<file path="config.mk">
export PLATFORM = sky130hd
export DESIGN_NAME = wts_voice_group
export DESIGN_NICKNAME = d
export VERILOG_FILES = /design/src/verilog/wts_pkg.sv /design/src/verilog/wts_voice_group.sv /design/src/verilog/wts_wave_ram.sv
export SDC_FILE = /design/constraint.sdc
export NUM_CORES = 2
export LEC_CHECK = 0
export BUFFER_PORTS_ARGS = -buffer_cell sky130_fd_sc_hd__buf_2
export CORE_MARGIN = 5
export CORE_UTILIZATION = 40
export DETAILED_ROUTE_END_ITERATION = 10
export SYNTH_ARGS = -nofsm -noshare
export SYNTH_HDL_FRONTEND = slang
export SYNTH_HIERARCHICAL = 1
export SYNTH_SLANG_ARGS = --single-unit
</file>
<file path="constraint.sdc">
create_clock -name clk -period 5.38 [get_ports clk]
set_clock_uncertainty 0.2 [all_clocks]
set_input_delay 0.807 -clock clk [delete_from_list [all_inputs] [get_ports clk]]
set_output_delay 0.807 -clock clk [all_outputs]
set_load 0.05 [all_outputs]
</file>
<file path="src/verilog/wts_pkg.sv">
package wts_pkg;

	// --------------------------------------------------------------------------
	// sizes
	// --------------------------------------------------------------------------
	localparam int VOICES_PER_GROUP = 6;
	localparam int GROUP_COUNT = 2;
	localparam int WAVE_ADDR_W = 5;
	localparam int SAMPLE_W = 8;
	localparam int VOLUME_W = 4;
	localparam int FREQ_W = 12;
	localparam int ACC_W = 16;
	localparam int OUT_W = 12;

	// offset binary, so the top bit alone marks zero
	localparam logic [OUT_W-1:0] OUT_SILENCE = 12'h800;

	// --------------------------------------------------------------------------
	// types
	// --------------------------------------------------------------------------
	typedef logic [$clog2(VOICES_PER_GROUP)-1:0] voice_index_t;

	// one-hot, bit k set while slot k is being handled
	typedef logic [VOICES_PER_GROUP-1:0] phase_t;

	typedef struct packed {
		logic [VOLUME_W-1:0] volume;
		// bit 1 is left, bit 0 is right
		logic [1:0] enable;
		logic [FREQ_W-1:0] frequency_count;
	} voice_regs_t;

	typedef voice_regs_t [VOICES_PER_GROUP-1:0] group_regs_t;

	typedef struct packed {
		logic group;
		voice_index_t voice;
		logic [WAVE_ADDR_W-1:0] addr;
		logic [SAMPLE_W-1:0] data;
	} wave_write_t;

	typedef struct packed {
		logic strobe;
		voice_index_t voice;
		logic [WAVE_ADDR_W-1:0] addr;
		logic [SAMPLE_W-1:0] data;
	} ram_write_t;

	typedef struct packed {
		logic signed [SAMPLE_W-1:0] left;
		logic signed [SAMPLE_W-1:0] right;
		logic last;
	} voice_sample_t;

endpackage

</file>
<file path="src/verilog/wts_voice_group.sv">
module wts_voice_group (
	input	logic									clk,
	input	logic									nreset,
	input	wts_pkg::phase_t						phase,
	input	wts_pkg::group_regs_t					regs,
	input	logic [wts_pkg::VOICES_PER_GROUP-1:0]	key_on,
	input	logic [wts_pkg::VOICES_PER_GROUP-1:0]	key_off,
	input	wts_pkg::ram_write_t					ram_write,
	output	wts_pkg::voice_sample_t					voice_sample
);
	import wts_pkg::*;

	logic [VOICES_PER_GROUP-1:0]				playing;
	logic [VOICES_PER_GROUP-1:0][ACC_W-1:0]	acc;
	voice_index_t								slot;
	logic [WAVE_ADDR_W-1:0]						read_addr;
	voice_index_t								slot_q;
	logic										live_q;
	logic signed [SAMPLE_W-1:0]					wave_data;
	voice_regs_t								slot_regs;
	logic signed [SAMPLE_W+VOLUME_W:0]			product;
	logic signed [SAMPLE_W-1:0]					scaled;

	function automatic voice_index_t slot_of(phase_t ring);
		voice_index_t index;
		index = '0;
		for (int i = 0; i < VOICES_PER_GROUP; i++) begin
			if (ring[i]) begin
				index = voice_index_t'(i);
			end
		end
		return index;
	endfunction

	assign slot = slot_of(phase);

	// --------------------------------------------------------------------------
	// key state and phase accumulators
	// --------------------------------------------------------------------------

	// keys act on any cycle, the accumulator only moves in its own slot
	always_ff @(posedge clk) begin
		if (!nreset) begin
			playing <= '0;
			acc <= '0;
		end else begin
			for (int v = 0; v < VOICES_PER_GROUP; v++) begin
				if (key_on[v]) begin
					playing[v] <= 1'b1;
					acc[v] <= '0;
				end else begin
					if (key_off[v]) begin
						playing[v] <= 1'b0;
					end
					if (phase[v] && playing[v]) begin
						acc[v] <= acc[v] + ACC_W'(regs[v].frequency_count);
					end
				end
			end
		end
	end

	// --------------------------------------------------------------------------
	// wave lookup
	// --------------------------------------------------------------------------
	assign read_addr = acc[slot][ACC_W-1 -: WAVE_ADDR_W];

	wts_wave_ram u_wave_ram (
		.clk		(clk),
		.ram_write	(ram_write),
		.read_voice	(slot),
		.read_addr	(read_addr),
		.read_data	(wave_data)
	);

	// slot number follows the memory read by one cycle
	always_ff @(posedge clk) begin
		if (!nreset) begin
			slot_q <= '0;
			live_q <= 1'b0;
		end else begin
			slot_q <= slot;
			live_q <= playing[slot];
		end
	end

	// --------------------------------------------------------------------------
	// volume and pan
	// --------------------------------------------------------------------------
	assign slot_regs = regs[slot_q];

	// volume is unsigned, so it gets a zero sign bit before the signed multiply
	assign product = wave_data * $signed({1'b0, slot_regs.volume});
	assign scaled = SAMPLE_W'(product >>> VOLUME_W);

	always_ff @(posedge clk) begin
		if (!nreset) begin
			voice_sample <= '0;
		end else begin
			voice_sample.left <= (live_q && slot_regs.enable[1]) ? scaled : '0;
			voice_sample.right <= (live_q && slot_regs.enable[0]) ? scaled : '0;
			voice_sample.last <= (slot_q == voice_index_t'(VOICES_PER_GROUP - 1));
		end
	end

	// the mixer closes its frame on this flag
	a_last_period: assert property (
		@(posedge clk) disable iff (!nreset)
		voice_sample.last |=> (!voice_sample.last) [*VOICES_PER_GROUP-1] ##1 voice_sample.last
	) else $error("last sample flag out of step with the six slot frame");

endmodule

</file>
<file path="src/verilog/wts_wave_ram.sv">
module wts_wave_ram (
	input	logic									clk,
	input	wts_pkg::ram_write_t					ram_write,
	input	wts_pkg::voice_index_t					read_voice,
	input	logic [wts_pkg::WAVE_ADDR_W-1:0]		read_addr,
	output	logic signed [wts_pkg::SAMPLE_W-1:0]	read_data
);
	import wts_pkg::*;

	// voice and sample index side by side form the address, 32 bytes per voice
	logic [SAMPLE_W-1:0] mem [VOICES_PER_GROUP << WAVE_ADDR_W];
	logic [$clog2(VOICES_PER_GROUP)+WAVE_ADDR_W-1:0] write_index;
	logic [$clog2(VOICES_PER_GROUP)+WAVE_ADDR_W-1:0] read_index;

	assign write_index = {ram_write.voice, ram_write.addr};
	assign read_index = {read_voice, read_addr};

	always_ff @(posedge clk) begin
		if (ram_write.strobe) begin
			mem[write_index] <= ram_write.data;
		end
	end

	// a read of the address being written returns the old byte
	always_ff @(posedge clk) begin
		read_data <= mem[read_index];
	end

endmodule
</file>
After elaboration in Yosys (flattened, before gate mapping)
Memories as Yosys holds them, arrays and structs flattened. A register that Yosys moved wholly into a read port is not among the register bits.
Index checks and enable logic that the tools add are counted.
{ "word_totals": {"ff_bits": 123, "ramBits": 1536, "in_bits": 145, "output_inout_bits": 17, "mem_count": 1} }
{ "memory_table": {"columns": ["memory", "depth", "word_bits", "read_ports", "rd_ports_with_merged_regs", "write_ports", "line", "source"], "rows": [
  ["u_wave_ram.mem", 192, 8, 1, 1, 1, "wts_wave_ram.sv:11", "logic [SAMPLE_W-1:0] mem [VOICES_PER_GROUP << WAVE_ADDR_W];"]
]} }
{ "op_classes": {"addsub": 6, "mul": 1, "magnitude_cmp": 2, "eq_ne": 1, "muxes": 25, "n_bitwise": 1, "reduce_logical": 22} }
{ "op_table": {"columns": ["op", "n"], "rows": [
  ["16-bit by 12-bit adder with 16-bit output", 6],
  ["18-bit binary-select mux with 3-bit select", 1],
  ["16-bit binary-select mux with 3-bit select", 1],
  ["18-bit two-way mux", 1],
  ["1-bit two-way mux", 16],
  ["16-bit two-way mux", 1],
  ["8-bit by 5-bit multiplier with 12-bit output", 1],
  ["2-bit nonzero test", 6],
  ["2-bit OR reduction", 6],
  ["3-bit two-way mux", 3],
  ["1-bit logical AND", 8],
  ["3-bit by 4-bit < comparator with 1-bit output (second input constant)", 2],
  ["2-bit AND reduction", 2],
  ["1-bit binary-select mux with 3-bit select", 1],
  ["3-bit == test (second input constant)", 1],
  ["2-bit two-way mux", 1],
  ["1-bit NOT", 1]
]} }

Longest topological paths before layout
{ "depth": {"ltp_word": 7, "mapped_depth": 19, "ltp_nobuf": 17} }

Hierarchy
The synthesis kept the hierarchy.
{ "modules_own_cells": {"columns": ["mod", "instances", "cells_per_inst", "area_each_um2"], "rows": [
  ["wts_wave_ram", 1, 2818, 59930.0],
  ["wts_voice_group", 1, 1139, 9441.6]
]} }

Least setup slack after synthesis
OpenSTA, ideal clock, no wires.
{ "synth_path": {"kind": "input to register", "from": "in regs[70] (netlist bit)", "to": "reg voice_sample[8] (netlist bit)", "setup_ps": 124, "arrival_ps": 4497, "required_time_ps": 5056, "setup_slack_ps": 559, "path_stages": 16, "path_cell_list": "mux4_2 > a21oi_1 > nor2b_1 > ha_1 > fa_1 > inv_1 > fa_1 > inv_1 > ha_1 > a21o_1 > a21oi_1 > o21bai_1 > o21a_1 > o2bb2ai_1 > xnor2_1 > nor2_1"} }
{ "synth_between": {"elab_chain_cells": 3} }
{ "synth_lines": {"columns": ["element", "line", "source"], "rows": [
  ["start: declaration", "wts_voice_group.sv:5", "input wts_pkg::group_regs_t regs,"],
  ["18-bit binary-select mux with 3-bit select", "wts_voice_group.sv:90", "assign slot_regs = regs[slot_q];"],
  ["18-bit two-way mux (implied by the code)", "wts_voice_group.sv:90", null],
  ["8-bit by 5-bit multiplier with 12-bit output", "wts_voice_group.sv:93", "assign product = wave_data * $signed({1'b0, slot_regs.volume});"],
  ["end: declaration", "wts_voice_group.sv:9", "output wts_pkg::voice_sample_t voice_sample"]
]} }
No other way between the ends. The select of a mux whose other input is x is not followed.
A chain may end at the register's enable or synchronous reset.

Final worst setup path
{ "layout_path": {"from": "reg slot_q[0]", "to": "reg voice_sample[8] (netlist bit)"} }
{ "layout_between": {"elab_chain_cells": 4} }
{ "layout_lines": {"columns": ["element", "line", "source"], "rows": [
  ["start: declaration", "wts_voice_group.sv:17", "voice_index_t slot_q;"],
  ["start signal: assignment", "wts_voice_group.sv:82", "slot_q <= slot;"],
  ["18-bit binary-select mux with 3-bit select (*)", "wts_voice_group.sv:90", null],
  ["18-bit two-way mux (implied by the code) (*)", "wts_voice_group.sv:90", null],
  ["branches (longest 2 deep; another with 8-bit by 5-bit multiplier with 12-bit output)", null, null]
]} }
Mark *: on every way between the ends. The select of a mux whose other input is x is not followed.

==> results <==
- The worst setup path is launched from a register.
- The async set-or-reset flop fraction in the synthesized netlist is 0%.
- The upper clock frequency limit is 205 MHz.
- The endpoint class of the critical path is a register.
- The synthesized design contains 1,536 enable-type register cells.
- The total routing usage reported by global routing is 18.9%.
- The post-detailed-routing wire length is 173,000 µm.
- Setup repair after global routing left no endpoint under its margin.
- The die footprint is 182,000 µm².
- The area share of the largest cell type after synthesis is 66.5%.
- The clock passes through at most 3 buffers.
- The number of setup buffers added after CTS is 0.
- Among all flip-flop cells after synthesis, the most frequent one is sky130_fd_sc_hd__edfxtp_1.
- The number of nets handed over by synthesis was 4,214.
- The slew at the pin closest to its max-slew limit is 1150 ps.
- The iteration count of the initial detailed-routing pass is 5.
- The count of nets left with antenna violations once routing finished came out at 0.
- The cell count after synthesis came out at 3,957.
- The number of top-level pins is 162.
- After detailed routing, the number of remaining DRC violations is 0.
- In this run, distinct cell masters in the synthesized netlist total 87.
- For the worst setup path, the data arrival time is 5320 ps.
- The initial antenna violation count is 7.
- After detailed routing, the average wire length per cell comes to 25.7 µm.
- Detailed placement ended at an HPWL of 113,000 µm.
- The required time of the critical path is 5840 ps.
- The final clock period utilization by the worst path is 90.5%.
- In this run the cell area of the synthesized design comes to 69,400 µm².
- The average via count per standard cell is 5.60.
- The number of buffers inserted for hold repair after clock tree synthesis is 1.
- In the final timing run, aggregate negative setup slack is 0 ps.
- The final-report hold violation count is 0.
- Dividing total power by cell area gives a power density of 339 nW/µm².
- The utilization of the core after routing is 46.0%.
- Ranked by total cell area, the synthesized netlist is headed by sky130_fd_sc_hd__edfxtp_1, sky130_fd_sc_hd__mux4_2, sky130_fd_sc_hd__dfxtp_1.
- The type of the worst min-delay path is input pin to register.
- After layout, the minimum clock period comes to 4870 ps.
- For this run the aggregate overflow at the end of global routing stands at 0.
- The initial cell density of the core is 40.3%.
- The worst IR drop on VDD is 0.288 mV.
- After clock tree synthesis, the clock-pin slew on the worst setup and hold paths is 60 ps.
- The first-pass GRT wire length is 255,000 µm.
- TritonCTS built the clock tree.
- The relative area change from synthesis to final layout is 14.2%.
- For the worst-skew pair, the clock arrives at the later sink with an insertion delay of 790 ps.
- The critical-path maximum fanout is 8.
- The synthesis warning total is 6.
- The die span in x is 426 µm.
- The number of slew-limit violations in the final report is 0.
- Counting the buffers created by CTS gives 171.
- The cell type with the highest aggregate area in the netlist is sky130_fd_sc_hd__edfxtp_1.
- The cell sitting at the root of the clock tree is a sky130_fd_sc_hd__clkbuf_16.
- Measured against its own limit, the worst slew margin works out to 23.3%.
- The flow ran to the end, and the final reports show no timing, DRC or antenna violations.
- The via count of the first global-routing pass came to 37,700.
- The reg2reg setup slack is 510 ps.
- The core region is 172,000 µm².
- After synthesis the netlist holds a flip-flop and latch count of 1,667.
- The floorplan step set the die height to 426 µm.
- The post-synthesis average cell area is 17.5 µm².
- The number of clock sinks is 1,667.
- The number of nets in the finished design is 4,539.
- The routed layout has 37,800 vias.
- Summing the sequential cell areas from Yosys gives 70.3% of the chip area.
- The level count of the clock H-tree is 4.
- The leakage component of the power is 25.2 nW.
- The max-cap violation count is 0.
- Entering global routing, the biggest net connects 105 pins.
- The number of DRC markers in iteration 0 is 3,567.
- The global placement routability congestion is 0.829.
- Port buffering added 161 buffers.
- The worst hold path cell count is 2.
- The fraction of layout instances using a drive strength above 1 is 22.1%.
- The worst setup path category is register to register.
- The worst reg2reg path depth is 17.
- The post-CTS resize count is 0.
- Setup violations remaining at the end of the flow were counted as 0.
- After floorplanning, the core was divided into 152 placement rows.
## layout make-up
type                            instances  area [µm²]
Tap cell                             2310        2890
Timing Repair Buffer                  344        2520
Clock inverter                         89         717
Antenna cell                            1        2.50
Sequential cell                      1667       48700
Fill cell                           14600       92900
Multi-Input combinational cell       2024       19400
Inverter                               74         278
Clock buffer                          227        4650
## through the flow
step	area (µm²)	total power, mW	worst slack, ps	hold WS (ps)	cells
floorplan	69400	15.2	559	230	3957
global placement	73800	15.7	301	241	6418
detailed placement	73800	15.7	254	249	6418
CTS	79200	27.1	533	11.0	6735
global route	79200	27.8	262	58.5	6735
finish	79200	26.9	513	90.3	6736
## cells by family after synthesis
logic type      Yosys count  share of synthesized area [%]
xor+xnor                 52                          0.657
mux                     542                           14.4
buf+inv                 266                           1.89
compound gates          526                           5.27
fa+ha+maj               112                           2.25
flops                  1667                           70.3
simple gates            792                           5.29
## cells in the final DEF (no fill, tap or decap), drive strengths merged, types with 21 or more instances in the layout
cell type  instances
edfxtp          1536
mux4             362
buf              343
nor2             314
clkbuf           227
nand2            182
mux2i            165
dfxtp            131
a21oi            128
ha                91
inv               80
o21ai             71
clkinv            69
nor2b             58
nand3             52
a22oi             51
nor3              42
nand2b            36
xnor2             33
o221ai            31
a21o              30
o21a              28
o22ai             23
or3               21
fa                21
## power breakdown
part           leakage [nW]  internal (mW)  switching, mW
sequential             14.9           14.2         0.0380
clock                  2.61           6.55           4.87
combinational          7.76          0.424          0.791
total                  25.2           21.2           5.70
## critical path, cell delays in order (launching register included)
cell                        delay [ps]
sky130_fd_sc_hd__dfxtp_1           530
sky130_fd_sc_hd__mux4_2            560
sky130_fd_sc_hd__a21oi_1           190
sky130_fd_sc_hd__buf_4             190
sky130_fd_sc_hd__nor2b_1            60
sky130_fd_sc_hd__ha_1              310
sky130_fd_sc_hd__fa_1              540
sky130_fd_sc_hd__inv_1              50
sky130_fd_sc_hd__fa_1              490
sky130_fd_sc_hd__inv_1              40
sky130_fd_sc_hd__ha_1              360
sky130_fd_sc_hd__a21o_1            200
sky130_fd_sc_hd__a21oi_1           270
sky130_fd_sc_hd__o21bai_1          140
sky130_fd_sc_hd__o21a_1            200
sky130_fd_sc_hd__o2bb2ai_1         170
sky130_fd_sc_hd__xnor2_1           160
sky130_fd_sc_hd__nor2_1             60
## layer usage
metal	part of all wire [%]	track usage [%]	vias up
met5	0	0	-
met4	2.3	5.09	0
li1	-	-	16500
met3	7.0	3.22	251
met2	47	30.3	1386
met1	43	26.9	19600
## worst paths after layout
check | start | endpoint
worst min-delay path | key_on[4] | playing[4]
worst max-delay path | slot_q[0] | voice_sample[8]
worst min register to register | acc[70] | acc[70]
worst max register to register | slot_q[0] | voice_sample[8]
## synth_stat cells (52+ instances only)
cell type                  count
sky130_fd_sc_hd__clkbuf_1    105
sky130_fd_sc_hd__edfxtp_1   1536
sky130_fd_sc_hd__a21oi_1     127
sky130_fd_sc_hd__mux4_2      362
sky130_fd_sc_hd__mux2i_1     165
sky130_fd_sc_hd__nor2_1      313
sky130_fd_sc_hd__nand3_1      52
sky130_fd_sc_hd__nand2_1     181
sky130_fd_sc_hd__inv_1        73
sky130_fd_sc_hd__o21ai_0      63
sky130_fd_sc_hd__ha_1         91
sky130_fd_sc_hd__nor2b_1      57
sky130_fd_sc_hd__dfxtp_1     131
## state kept, by name, indices dropped and copies added, names as in the netlist
register              count
u_wave_ram/read_data      8
live_q                    1
voice_sample             17
acc                      96
playing                   6
slot_q                    3
u_wave_ram/mem         1536
No activity file was read; power rests on OpenSTA's default activity.
