## src/verilog/wts_pkg.sv

```systemverilog
package wts_pkg;

	// --------------------------------------------------------------------------
	// sizes
	// --------------------------------------------------------------------------
	localparam int VOICES_PER_GROUP = 6;
	localparam int GROUP_COUNT = 2;
	localparam int WAVE_ADDR_W = 5;
	localparam int SAMPLE_W = 8;
	localparam int VOLUME_W = 4;
	localparam int FREQ_W = 12;
	localparam int ACC_W = 16;
	localparam int OUT_W = 12;

	// offset binary, so the top bit alone marks zero
	localparam logic [OUT_W-1:0] OUT_SILENCE = 12'h800;

	// --------------------------------------------------------------------------
	// types
	// --------------------------------------------------------------------------
	typedef logic [$clog2(VOICES_PER_GROUP)-1:0] voice_index_t;

	// one-hot, bit k set while slot k is being handled
	typedef logic [VOICES_PER_GROUP-1:0] phase_t;

	typedef struct packed {
		logic [VOLUME_W-1:0] volume;
		// bit 1 is left, bit 0 is right
		logic [1:0] enable;
		logic [FREQ_W-1:0] frequency_count;
	} voice_regs_t;

	typedef voice_regs_t [VOICES_PER_GROUP-1:0] group_regs_t;

	typedef struct packed {
		logic group;
		voice_index_t voice;
		logic [WAVE_ADDR_W-1:0] addr;
		logic [SAMPLE_W-1:0] data;
	} wave_write_t;

	typedef struct packed {
		logic strobe;
		voice_index_t voice;
		logic [WAVE_ADDR_W-1:0] addr;
		logic [SAMPLE_W-1:0] data;
	} ram_write_t;

	typedef struct packed {
		logic signed [SAMPLE_W-1:0] left;
		logic signed [SAMPLE_W-1:0] right;
		logic last;
	} voice_sample_t;

endpackage

```

## src/verilog/wts_sequencer.sv

```systemverilog
module wts_sequencer (
	input	logic										clk,
	input	logic										nreset,
	input	logic										wave_write_strobe,
	input	wts_pkg::wave_write_t						wave_write,
	output	wts_pkg::phase_t							phase,
	output	wts_pkg::ram_write_t [wts_pkg::GROUP_COUNT-1:0]	ram_write
);
	import wts_pkg::*;

	logic			write_pending;
	wave_write_t	write_q;

	// --------------------------------------------------------------------------
	// slot ring
	// --------------------------------------------------------------------------
	always_ff @(posedge clk) begin
		if (!nreset) begin
			phase <= phase_t'(1);
		end else begin
			phase <= {phase[VOICES_PER_GROUP-2:0], phase[VOICES_PER_GROUP-1]};
		end
	end

	// --------------------------------------------------------------------------
	// cpu wave writes
	// --------------------------------------------------------------------------

	// the strobe lives for one cycle only, a new request may follow at once
	always_ff @(posedge clk) begin
		if (!nreset) begin
			write_pending <= 1'b0;
		end else begin
			write_pending <= wave_write_strobe;
		end
	end

	always_ff @(posedge clk) begin
		if (wave_write_strobe) begin
			write_q <= wave_write;
		end
	end

	// both groups see the address and data, only the addressed one is strobed
	always_comb begin
		for (int g = 0; g < GROUP_COUNT; g++) begin
			ram_write[g].strobe = write_pending && (write_q.group == 1'(g));
			ram_write[g].voice = write_q.voice;
			ram_write[g].addr = write_q.addr;
			ram_write[g].data = write_q.data;
		end
	end

	a_phase_onehot: assert property (
		@(posedge clk) disable iff (!nreset)
		$onehot(phase) ##1 $onehot(phase)
	) else $error("phase ring does not hold exactly one active slot");

	// a voice index of six or seven would land outside the wave memory
	a_write_voice: assert property (
		@(posedge clk) disable iff (!nreset)
		wave_write_strobe |-> (wave_write.voice < VOICES_PER_GROUP)
	) else $error("wave write to voice %0d, which does not exist", wave_write.voice);

endmodule

```

## config.mk

```make
export PLATFORM = sky130hd
export DESIGN_NAME = wts_sequencer
export DESIGN_NICKNAME = d
export VERILOG_FILES = /design/src/verilog/wts_pkg.sv /design/src/verilog/wts_sequencer.sv
export SDC_FILE = /design/constraint.sdc
export NUM_CORES = 1
export LEC_CHECK = 0
export ABC_AREA = 1
export BUFFER_PORTS_ARGS = -buffer_cell sky130_fd_sc_hd__buf_2
export CAP_MARGIN = 0
export CORE_MARGIN = 1.5
export CORE_UTILIZATION = 44
export DETAILED_ROUTE_END_ITERATION = 7
export GPL_TIMING_DRIVEN = 0
export PLACE_DENSITY = 0.82
export SETUP_SLACK_MARGIN = 0.15
export SYNTH_ARGS = -nofsm -noshare
export SYNTH_HDL_FRONTEND = slang
export SYNTH_SLANG_ARGS = --single-unit
```

## constraint.sdc

```tcl
create_clock -name clk -period 1.4 [get_ports clk]
set_clock_uncertainty 0.15 [all_clocks]
set_input_delay 0.42 -clock clk [delete_from_list [all_inputs] [get_ports clk]]
set_output_delay 0.42 -clock clk [all_outputs]
set_load 0.01 [all_outputs]
```

* Word-level counts from Yosys, hierarchy flattened
Cells that the tools add are included.
** Storage, ports and cells
- Register bits after elaboration :: 24
- Input bits :: 20
- Output and inout bits :: 40
** Cells by class
- Reductions and logical operators :: 2
- Bitwise logic cells :: 1
** Operators by type and width (count)
- $logic_and 1x1->1 :: 2
- $not 1->1 :: 1

* Depth between registers and ports, before layout
Gate-level depths: netlist of the first run.
- Depth after elaboration :: 2
- Gate-level depth with buffers :: 2
- Depth with buffers taken out :: 2

* Least setup slack after synthesis of the first run
No wires, ideal clock.
- Kind :: reg-to-output
- Start :: register write_q[16] (netlist name)
- End :: output ram_write[16] (netlist name)
- Slack :: 0.281 ns
- Stages on the path, launching flop included :: 2
- Data arrival time :: 0.549 ns
- Cell sequence :: edfxtp_1 > nor2_1
** RTL lines
- start, declared :: RTL line wts_sequencer.sv:12 : wave_write_t write_q;
- start signal, assigned :: RTL line wts_sequencer.sv:40 : write_q <= wave_write;
- end, declared :: RTL line wts_sequencer.sv:7 : output wts_pkg::ram_write_t [wts_pkg::GROUP_COUNT-1:0] ram_write

* Worst setup path after layout of the first run
- Start :: register write_q, in the netlist ram_write[9]
- End :: output ram_write[26] (netlist name)
No word-level cell between the ends.

==> summary.md, run 1 <==
| Metric | Value |
|---|---|
| Longest Clk Path Bufs | `2` |
| WL per Instance | `15.1 um` |
| Layout cells sized above 1 | `73.0%` |
| Global route total overflow | `0` |
| Global-route wire length before repair | `3.35 mm` |
| Placed insts | `160` |
| Area growth syn-to-layout | `69.2%` |
| CP Capture Type | `output port` |
| Crit Path Max Fanout | `2` |
| Largest stage delay on the critical path | `between 0.4 and 0.5 ns` |
| Post-route DRC | `0` |
| Setup slack after layout | `-0.200 ns` |
| Max Cap Violations | `0` |
| Starting Density | `roughly 48%` |
| Vias/cell | `~4.2` |
| Syn Nets | `94` |
| Yosys top cell by area | `edfxtp_1` |
| Die Footprint | `2470 sq um` |
| Synth warnings | `0` |
| RSZ-0062 raised after global routing | `yes` |
| Mapped Avg Cell Area | `13.0 sq um` |
| Worst ir drop on vdd | `0.722 mV` |
| Fin crit period | `1.60 ns` |
| H-tree depth | `1` |
| Final cell count without fillers | `approximately 160` |
| DIE HEIGHT | `49.7 um` |
| Fmax achieved | `625 MHz` |
| Area share of the largest cell type after synthesis | `53.3%` |
| Clk root buf | `clkbuf_4` |
| Post-Route WL | `2.48 mm` |
| GRT Util Overall | `between 10% and 20%` |
| Largest net degree at the start of global routing | `19` |
| Setup WS pre-CTS | `0.145 ns` |
| Synth top area cells | `edfxtp_1, buf_4, dfxtp_1` |
| Failing checks | `setup timing` |
| R2R setup slack | `0.71 ns` |
| Gate Count Post-Synth | `between 70 and 80` |
| CTS tree | `done` |
| IO Pins | `60` |
| Sequential fraction of the synthesis area | `67.9%` |
| Final Power | `1540 uW` |
| Slew Viols, Final | `0` |
| Cell row count | `16` |
| CP max-delay cell | `edfxtp_1` |
| Clk sinks | `24` |
| Slew headroom | `74.3%` |
| Filler instances | `108` |
| CTS Buf Count | `3` |
| Antenna diode count | `0` |
| Core area | `2000 sq um` |
| Layout Nets | `158` |
| Worst-skew pair later-pin latency | `0.30 ns` |
| Die X | `approximately 50 um` |
| CP arrival | `1.03 ns` |
| Worst slew pin tran | `0.386 ns` |
| Pleak | `0.000811 uW` |
| Via count | `roughly 690` |
| Synth Register Bits | `24` |
| Clk slew on worst S/H paths | `about 0.12 ns` |
| Iter 0 DRT Violations | `5` |
| Antenna violations before repair | `0` |
| DP HPWL | `~1.3 mm` |
| WP data required | `0.83 ns` |
| Vias in the first global route | `655` |
| Critical-path cell list | `buf_4, buf_6` |
| Status | `finished with violations` |
| Post-synthesis cell type count | `6` |
| Power per cell area | `953 nW/um^2` |
| Finished Core Util | `81.0%` |
| GP Congestion | `between 0.6 and 0.7` |
| Setup CP Type | `register to output port` |
| First-pass detailed-route iteration total | `3` |
| Mapped cell area | `958 sq um` |
| Setup crit start kind | `register` |
| Antenna viol nets, final | `0` |
| Final Cycle Share | `114%` |
| Setup Viol. Count Final | `34` |
| Fin. Hold Viols | `0` |
| Fin Setup TNS | `-5.39 ns` |
| Hold Crit Class | `primary input to register` |
| Port Buffers | `59` |
| Post-CTS Setup Inserts | `0` |
==> layout by cell type (no fill, tap or decap), drive strengths merged <==
cell    count
buf        91
clkbuf      4
dfxtp       7
edfxtp     17
inv         9
nand2       8
nor2        1
==> cell type report <==
cell class	instances	area, sq um	area share [%]
clock buffer	4	26.3	1.62
buffer	32	297	18.3
sequential	24	658	40.6
inverter	9	33.8	2.08
timing repair buffer	59	539	33.3
tap	27	33.8	2.08
multi-input combinational	9	33.8	2.08
==> metrics by stage <==
stage	hold slack, ns	instance area (sq um)
3_5_place_dp	0.269	1290
3_3_place_gp	0.261	1290
2_1_floorplan	0.302	958
6_report	0.134	1620
5_1_grt	0.117	1620
4_1_cts	0.116	1570
==> power by group <==
| part | internal (uW) | switching [uW] | leakage, uW | total, uW |
|---|---|---|---|---|
| sequential | 814 | 35.5 | 0.000226 | 850 |
| combinational | 265 | 137 | 0.000570 | 403 |
| clock | 111 | 181 | 0.0000150 | 292 |
| total | 1190 | 354 | 0.000811 | 1540 |
==> routing by layer <==
metal | GRT usage [%] | wire length, um
met1 | 21.1 | 900
met2 | 36.4 | 1370
met3 | 3.64 | 178
met4 | 6.94 | 29
met5 | 0 | 0
==> flip-flops by register name, indices dropped and copies added, names as in the netlist <==
register	flops
ram_write	16
phase	6
write_pending	1
write_q	1
==> cells in the mapped netlist, drive strengths merged <==
cell / n
buf: 32
dfxtp: 7
edfxtp: 17
nor2: 1
inv: 9
nand2: 8
==> critical path, delay by kind of cell (launching register included) <==
kind	cells	cell delay, ns
buf+inv	2	0.27
flops	1	0.46
==> cell families (layout without fill, tap and decap cells) <==
family	Yosys count	after routing	synth area share, %
flip-flops	24	24	67.9
buffers and inverters	41	104	28.6
AND/OR/NAND/NOR	9	9	3.52
==> path summary, 6_finish.rpt <==
kind	start	end	cells after the start
setup / recovery	ram_write[9]$_DFFE_PP_	ram_write[26]	2
hold / removal	wave_write[3]	ram_write[3]$_DFFE_PP_	1
setup reg to reg	phase[2]$_SDFF_PN0_	phase[3]$_SDFF_PN0_	2
hold reg to reg	phase[3]$_SDFF_PN0_	phase[4]$_SDFF_PN0_	2
==> what timing repair did <==
action                                  CTS  global route
hold endpoints to repair                  0             0
endpoints found under the setup margin   40            40
pin swaps                                 2             0
resized for setup                        45            15
hold buffers                              0             0
(Power assumes the default switching activity.)
==> run 2: changes to the inputs <==
- ABC_AREA: 1 -> not set
- SETUP_SLACK_MARGIN: 0.15 -> not set
- SKIP_CTS_REPAIR_TIMING: not set -> 1
==> run 2 against run 1 <==
  * The flow still finishes with violations (setup timing)
  * Wire length decreased by 21%
  * Synthesized area decreased by 1.2%
  * Sequential share of layout area increased by 1.3 points
  * Critical path type unchanged
  * Non-clock buffer count unchanged
  * Flip-flop and latch count unchanged
  * Combinational power decreased by 6.0%
  * Hold slack got worse by 0.010 ns
  * Cell area decreased by 4.1%
  * Register-to-register slack got worse by 0.04 ns
  * Global-route usage decreased by 6.4 points
  * Critical path depth unchanged
  * Clock-buffer cell count unchanged
==> summary.md, run 2 <==
| Metric | Value |
|---|---|
| Hold WS | `0.124 ns (was 0.134 ns)` |
| Setup CP Type | `register to output port (unchanged)` |
| Dominant synthesized flop cell | `edfxtp_1 (unchanged)` |
| Synth Register Bits | `24 (unchanged)` |
| Vias/cell | `4.27 (was 4.23)` |
| Iter 0 DRT Violations | `5 (unchanged)` |
| RSZ-0062 raised after global routing | `yes (unchanged)` |
| Fraction of registers with async set/reset | `0% (unchanged)` |
| M2 GR Usage | `23.4% (was 36.4%)` |
| Cell row count | `16 (unchanged)` |
| Vias in the first global route | `569 (was 655)` |
| CP arrival | `1.03 ns (about the same)` |
| Global-route wire length before repair | `2.28 mm (was 3.35 mm)` |
| Number of enable flip-flop cells after synthesis | `17 (unchanged)` |
| Syn Nets | `85 (was 94)` |
| Final cell count without fillers | `155 (was 164)` |
| Worst slew pin tran | `0.369 ns (was 0.386 ns)` |
| Status | `finished with violations (unchanged)` |
| Antenna violations before repair | `0 (unchanged)` |
| Synth warnings | `0 (unchanged)` |
| CTS Buf Count | `3 (unchanged)` |
| Mapped cell area | `947 sq um (was 958 sq um)` |
| Die Footprint | `2440 sq um (was 2470 sq um)` |
| Most frequent cells in the layout | `buf_6, buf_2, buf_4 (was buf_6, buf_2, buf_4, edfxtp_1, inv_1)` |
| Setup crit start kind | `register (unchanged)` |
| GP Congestion | `0.641 (was 0.646)` |
| WP data required | `0.83 ns (about the same)` |
| Area share of the largest cell type after synthesis | `53.9% (was 53.3%)` |
| Starting Density | `47.3% (was 47.9%)` |
| Die X | `49.4 um (was 49.7 um)` |
| Max FFs per register | `16 (unchanged)` |
| IO Pins | `60 (unchanged)` |
| Max Cap Violations | `0 (unchanged)` |
| Layout Nets | `149 (was 158)` |
| Fin. Hold Viols | `0 (unchanged)` |
| Largest net degree at the start of global routing | `19 (unchanged)` |
| Top post-synthesis cells by count | `buf_4, edfxtp_1, and2_1, dfxtp_1 (was buf_4, edfxtp_1, inv_1)` |
| Met3 usage | `2.76% (was 3.64%)` |
| Area growth syn-to-layout | `64.2% (was 69.2%)` |
| Crit Path Max Fanout | `2 (unchanged)` |
| Synth top area cells | `edfxtp_1, buf_4, dfxtp_1 (unchanged)` |
| Mapped Avg Cell Area | `14.6 sq um (was 13.0 sq um)` |
| Post-synthesis cell type count | `6 (unchanged)` |
| GRT Util Overall | `12.9% (was 19.3%)` |
| Most common cell after layout, fill and taps aside | `buf_6 (unchanged)` |
| Via count | `662 (was 693)` |
| Final Cycle Share | `114% (about the same)` |
| H-tree depth | `1 (unchanged)` |
| Most frequent cell after synthesis | `buf_4 (unchanged)` |
| Gate Count Post-Synth | `65 (was 74)` |
| Yosys top cell by area | `edfxtp_1 (unchanged)` |
| Slew Viols, Final | `0 (unchanged)` |
| CTS tree | `done (unchanged)` |
| Pleak | `0.000747 uW (was 0.000811 uW)` |
| Sequential fraction of the synthesis area | `68.7% (was 67.9%)` |
| Antenna diode count | `0 (unchanged)` |
| Hold Crit Class | `primary input to register (unchanged)` |
| Power per cell area | `1010 nW/um^2 (was 953 nW/um^2)` |
| CP Capture Type | `output port (unchanged)` |
| Layout cells sized above 1 | `75.0% (was 73.0%)` |
| DP HPWL | `1.21 mm (was 1.25 mm)` |
| Placed insts | `151 (was 160)` |
| Fmax achieved | `627 MHz (was 625 MHz)` |
| Core area | `2000 sq um (unchanged)` |
| Clk sinks | `24 (unchanged)` |
| Fin crit period | `1.60 ns (about the same)` |
| Worst-skew pair later-pin latency | `0.31 ns (was 0.30 ns)` |
| First-pass detailed-route iteration total | `4 (was 3)` |
| Finished Core Util | `77.7% (was 81.0%)` |
| Longest Clk Path Bufs | `2 (unchanged)` |
| Met1 GRT Util | `13.1% (was 21.1%)` |
| Slew headroom | `75.4% (was 74.3%)` |
| Worst ir drop on vdd | `0.651 mV (was 0.722 mV)` |
| Clk slew on worst S/H paths | `0.12 ns (about the same)` |
| Post-route DRC | `0 (unchanged)` |
| Antenna viol nets, final | `0 (unchanged)` |
| Clk root buf | `clkbuf_4 (unchanged)` |
| WL per Instance | `12.7 um (was 15.1 um)` |
| DIE HEIGHT | `49.4 um (was 49.7 um)` |
| Failing checks | `setup timing (unchanged)` |
| Fin Setup TNS | `-5.49 ns (was -5.39 ns)` |
| Setup WS pre-CTS | `0.149 ns (was 0.145 ns)` |
| Gr busiest metal | `met2 (unchanged)` |
| Port Buffers | `59 (unchanged)` |
| Global route total overflow | `0 (unchanged)` |
| Setup slack after layout | `-0.196 ns (was -0.200 ns)` |
| Setup Viol. Count Final | `34 (unchanged)` |
| Post-Route WL | `1.96 mm (was 2.48 mm)` |
## run 2: critical path: stages, from the launching register on
cell	delay [ns]
edfxtp_1	0.44
buf_4	0.16
buf_6	0.11
## run 2: cell type report
| cell class | count | area, sq um |
|---|---|---|
| Buffer | 32 | 282 |
| Clock buffer | 4 | 36.3 |
| Fill cell | 114 | 447 |
| Multi-Input combinational cell | 9 | 56.3 |
| Sequential cell | 24 | 652 |
| Tap cell | 27 | 33.8 |
| Timing Repair Buffer | 59 | 495 |
## run 2: final timing paths
kind | from | end | slack, ns | cells after the start
setup reg to reg | phase[4]$_SDFF_PN0_ | phase[5]$_SDFF_PN0_ | 0.67 | 1
hold reg to reg | phase[5]$_SDFF_PN0_ | phase[0]$_SDFF_PN1_ | 0.32 | 1
hold / removal | wave_write[13] | ram_write[13]$_DFFE_PP_ | 0.12 | 1
setup / recovery | ram_write[10]$_DFFE_PP_ | ram_write[27] | -0.20 | 2
## run 2: kinds of logic (layout without fill, tap and decap cells)
kind of cell           Yosys count  in the layout  synth area share, %
flip-flops                      24             24                 68.7
buffers and inverters           32             95                 25.4
AND/OR/NAND/NOR                  9              9                 5.95
## run 2: report_power, final
group / switching, uW / internal [uW]
Sequential: 29.2 / 813
Clock: 197 / 159
Combinational: 126 / 253
Total: 352 / 1220
## run 2: per-stage QoR
stage / area [sq um] / total power (uW)
floorplan: 947 / 995
global placement: 1280 / 1100
detailed placement: 1280 / 1110
CTS: 1310 / 1460
global route: 1560 / 1640
finish: 1560 / 1580
## run 2: layer usage
metal	part of all wire (%)	routed length [um]	vias to the layer above
met4	1.8	35	0
met3	6.1	120	3
met2	53	1040	41
met5	0	0	-
li1	-	-	306
met1	39	763	312
==> run 3: changes to the inputs <==
- ABC_AREA: not set -> 1
- BUFFER_PORTS_ARGS: -buffer_cell sky130_fd_sc_hd__buf_2 -> -buffer_cell sky130_fd_sc_hd__buf_4
==> run 3 against run 2 <==
  * Combinational power is 4% higher
  * Sequential share of layout area shrank 1.4 points
  * Wire length up 13%
  * Sequential power about the same
  * Non-clock buffer count unchanged
  * Largest cell class unchanged
  * The run still ends with setup timing left
  * Register-to-register slack better by 0.05 ns
  * Core utilization increased by 2.4 points
  * Clock-buffer cell count fell by 1
  * Critical endpoint is now ram_write[11]
==> summary.md, run 3 (synthesized netlist as in run 1, its figures left out) <==
| Metric | Value |
|---|---|
| Status | `finished with violations (unchanged)` |
| Failing checks | `setup timing (unchanged)` |
| CTS tree | `done (unchanged)` |
| Cell row count | `16 (unchanged)` |
| Antenna viol nets, final | `0 (unchanged)` |
| Via count | `677 (was 662)` |
| Core area | `2000 sq um (unchanged)` |
| Setup crit start kind | `register (unchanged)` |
| Fin crit period | `1.59 ns (was 1.60 ns)` |
| Die Footprint | `2470 sq um (was 2440 sq um)` |
| Final Cycle Share | `114% (about the same)` |
| DP HPWL | `1.45 mm (was 1.21 mm)` |
| Fin. Hold Viols | `0 (unchanged)` |
| Largest stage delay on the critical path | `0.45 ns (was 0.44 ns)` |
| Delay-heaviest family, CP | `flip-flops (unchanged)` |
| First-pass detailed-route iteration total | `2 (was 4)` |
| WP data required | `0.83 ns (about the same)` |
| IO Pins | `60 (unchanged)` |
| Most common cell after layout, fill and taps aside | `buf_4 (was buf_6)` |
| Clk slew on worst S/H paths | `0.12 ns (about the same)` |
| Finished Core Util | `80.1% (was 77.7%)` |
| Vias in the first global route | `627 (was 569)` |
| Critical hold path startpoint | `wave_write[2] (was wave_write[13])` |
| Setup CP Type | `register to output port (unchanged)` |
| CP Capture Type | `output port (unchanged)` |
| Global route total overflow | `0 (unchanged)` |
| RSZ-0062 raised after global routing | `yes (unchanged)` |
| Setup slack after layout | `-0.195 ns (was -0.196 ns)` |
| Hold WS | `0.138 ns (was 0.124 ns)` |
| Global-route wire length before repair | `2.68 mm (was 2.28 mm)` |
| Clk sinks | `24 (unchanged)` |
| Antenna violations before repair | `0 (unchanged)` |
| Max FFs per register | `16 (unchanged)` |
| Post-route DRC | `0 (unchanged)` |
| Antenna diode count | `0 (unchanged)` |
| DIE HEIGHT | `49.7 um (was 49.4 um)` |
| Port Buffers | `59 (unchanged)` |
| CTS Buf Count | `3 (unchanged)` |
| GRT Util Overall | `14.6% (was 12.9%)` |
| Layout Nets | `158 (was 149)` |
| Layout cells sized above 1 | `68.6% (was 75.0%)` |
| Sw Share | `22.6% (was 22.3%)` |
| Slew headroom | `85.1% (was 75.4%)` |
| Most frequent cells in the layout | `buf_4, buf_6, edfxtp_1 (was buf_6, buf_2, buf_4)` |
| P_int | `1180 uW (was 1220 uW)` |
| Power per cell area | `951 nW/um^2 (was 1010 nW/um^2)` |
| Die X | `49.7 um (was 49.4 um)` |
| CP max-delay cell | `edfxtp_1 (unchanged)` |
| Critical Path Source | `ram_write[11]$_DFFE_PP_ (was ram_write[10]$_DFFE_PP_)` |
| Placed insts | `160 (was 151)` |
| NetSw | `345 uW (was 352 uW)` |
| Sequential Power Share | `55.3% (was 53.4%)` |
| Crit Path Max Fanout | `2 (unchanged)` |
| H-tree depth | `1 (unchanged)` |
| Area growth syn-to-layout | `67.4% (was 64.2%)` |
| Worst ir drop on vdd | `0.857 mV (was 0.651 mV)` |
| Pleak | `0.000808 uW (was 0.000747 uW)` |
| Filler instances | `117 (was 114)` |
| FF-to-FF Start | `phase[3]$_SDFF_PN0_ (was phase[4]$_SDFF_PN0_)` |
| Longest Clk Path Bufs | `2 (unchanged)` |
| CP arrival | `1.02 ns (was 1.03 ns)` |
| Setup Viol. Count Final | `34 (unchanged)` |
| WL per Instance | `13.6 um (was 12.7 um)` |
| Clk root buf | `clkbuf_4 (unchanged)` |
| Starting Density | `47.9% (was 47.3%)` |
| Post-Route WL | `2.22 mm (was 1.96 mm)` |
| Clock power share | `18.8% (was 22.6%)` |
| R2R setup slack | `0.72 ns (was 0.67 ns)` |
| Slew Viols, Final | `0 (unchanged)` |
| Logic pwr share | `25.9% (was 24.0%)` |
| Final cell count without fillers | `164 (was 155)` |
| Largest net degree at the start of global routing | `19 (unchanged)` |
| Iter 0 DRT Violations | `7 (was 5)` |
| Critical-path cell list | `buf_4, buf_6 (unchanged)` |
| Fin Setup TNS | `-5.12 ns (was -5.49 ns)` |
| Max Cap Violations | `0 (unchanged)` |
| Worst-skew pair later-pin latency | `0.30 ns (was 0.31 ns)` |
| Vias/cell | `4.13 (was 4.27)` |
| Worst slew pin tran | `0.223 ns (was 0.369 ns)` |
| GP Congestion | `0.623 (was 0.641)` |
| Fmax achieved | `627 MHz (about the same)` |
| WP buf/inv | `2 (unchanged)` |
| Hold Crit Class | `primary input to register (unchanged)` |
run 3: cell types whose count changed in the layout (fill, tap and decap cells not counted), moves of 5 or more:
cell | previous run | this run
buf_4 | 21 | 53
buf_2 | 27 | 0
inv_1 | 0 | 9
nand2_1 | 0 | 8
and2_1 | 7 | 0
buf_6 | 43 | 38
run 3: path summary, 6_finish.rpt:
check	to	cells after the start
max	ram_write[11]	2
max reg2reg	phase[4]$_SDFF_PN0_	2
min reg2reg	phase[0]$_SDFF_PN1_	2
min	ram_write[2]$_DFFE_PP_	1
run 3: worst register-to-register path, delay by kind of cell, from the launching register on:
kind                   cells  cell delay [ns]
AND/OR/NAND/NOR            1             0.06
buffers and inverters      1             0.04
flip-flops                 1             0.34
run 3: power by group through the flow:
stage / Sequential (uW) / Combinational [uW] / Clock, uW
finish: 844 / 395 / 286
global route: 849 / 417 / 329
CTS: 837 / 327 / 295
detailed placement: 853 / 327 / 0
global placement: 848 / 317 / 0
floorplan: 850 / 147 / 0
run 3: metal layers:
layer | vias to the layer above | routed length [um] | global-route usage (%) | share of wire [%]
met5 | - | 0 | 0 | 0
met4 | 0 | 23 | 5.56 | 1.0
met3 | 4 | 138 | 3.03 | 6.2
met2 | 40 | 1150 | 27.3 | 52
met1 | 307 | 914 | 15.9 | 41
li1 | 326 | - | - | -
run 3: stage by stage:
stage	setup slack [ns]	cell area [sq um]	total power [uW]
CTS	-0.194	1460	1460
floorplan	0.281	958	997
detailed placement	0.158	1440	1180
finish	-0.195	1600	1530
global placement	0.194	1440	1160
global route	-0.243	1600	1600
run 3: area by class of cell:
cell class | instances | area [sq um] | share of cell area, %
tap | 27 | 33.8 | 2.11
buffer | 32 | 263 | 16.4
timing repair buffer | 59 | 563 | 35.1
clock inverter | 1 | 3.75 | 0.234
inverter | 9 | 33.8 | 2.11
sequential | 24 | 651 | 40.6
clock buffer | 3 | 22.5 | 1.40
multi-input combinational | 9 | 33.8 | 2.11
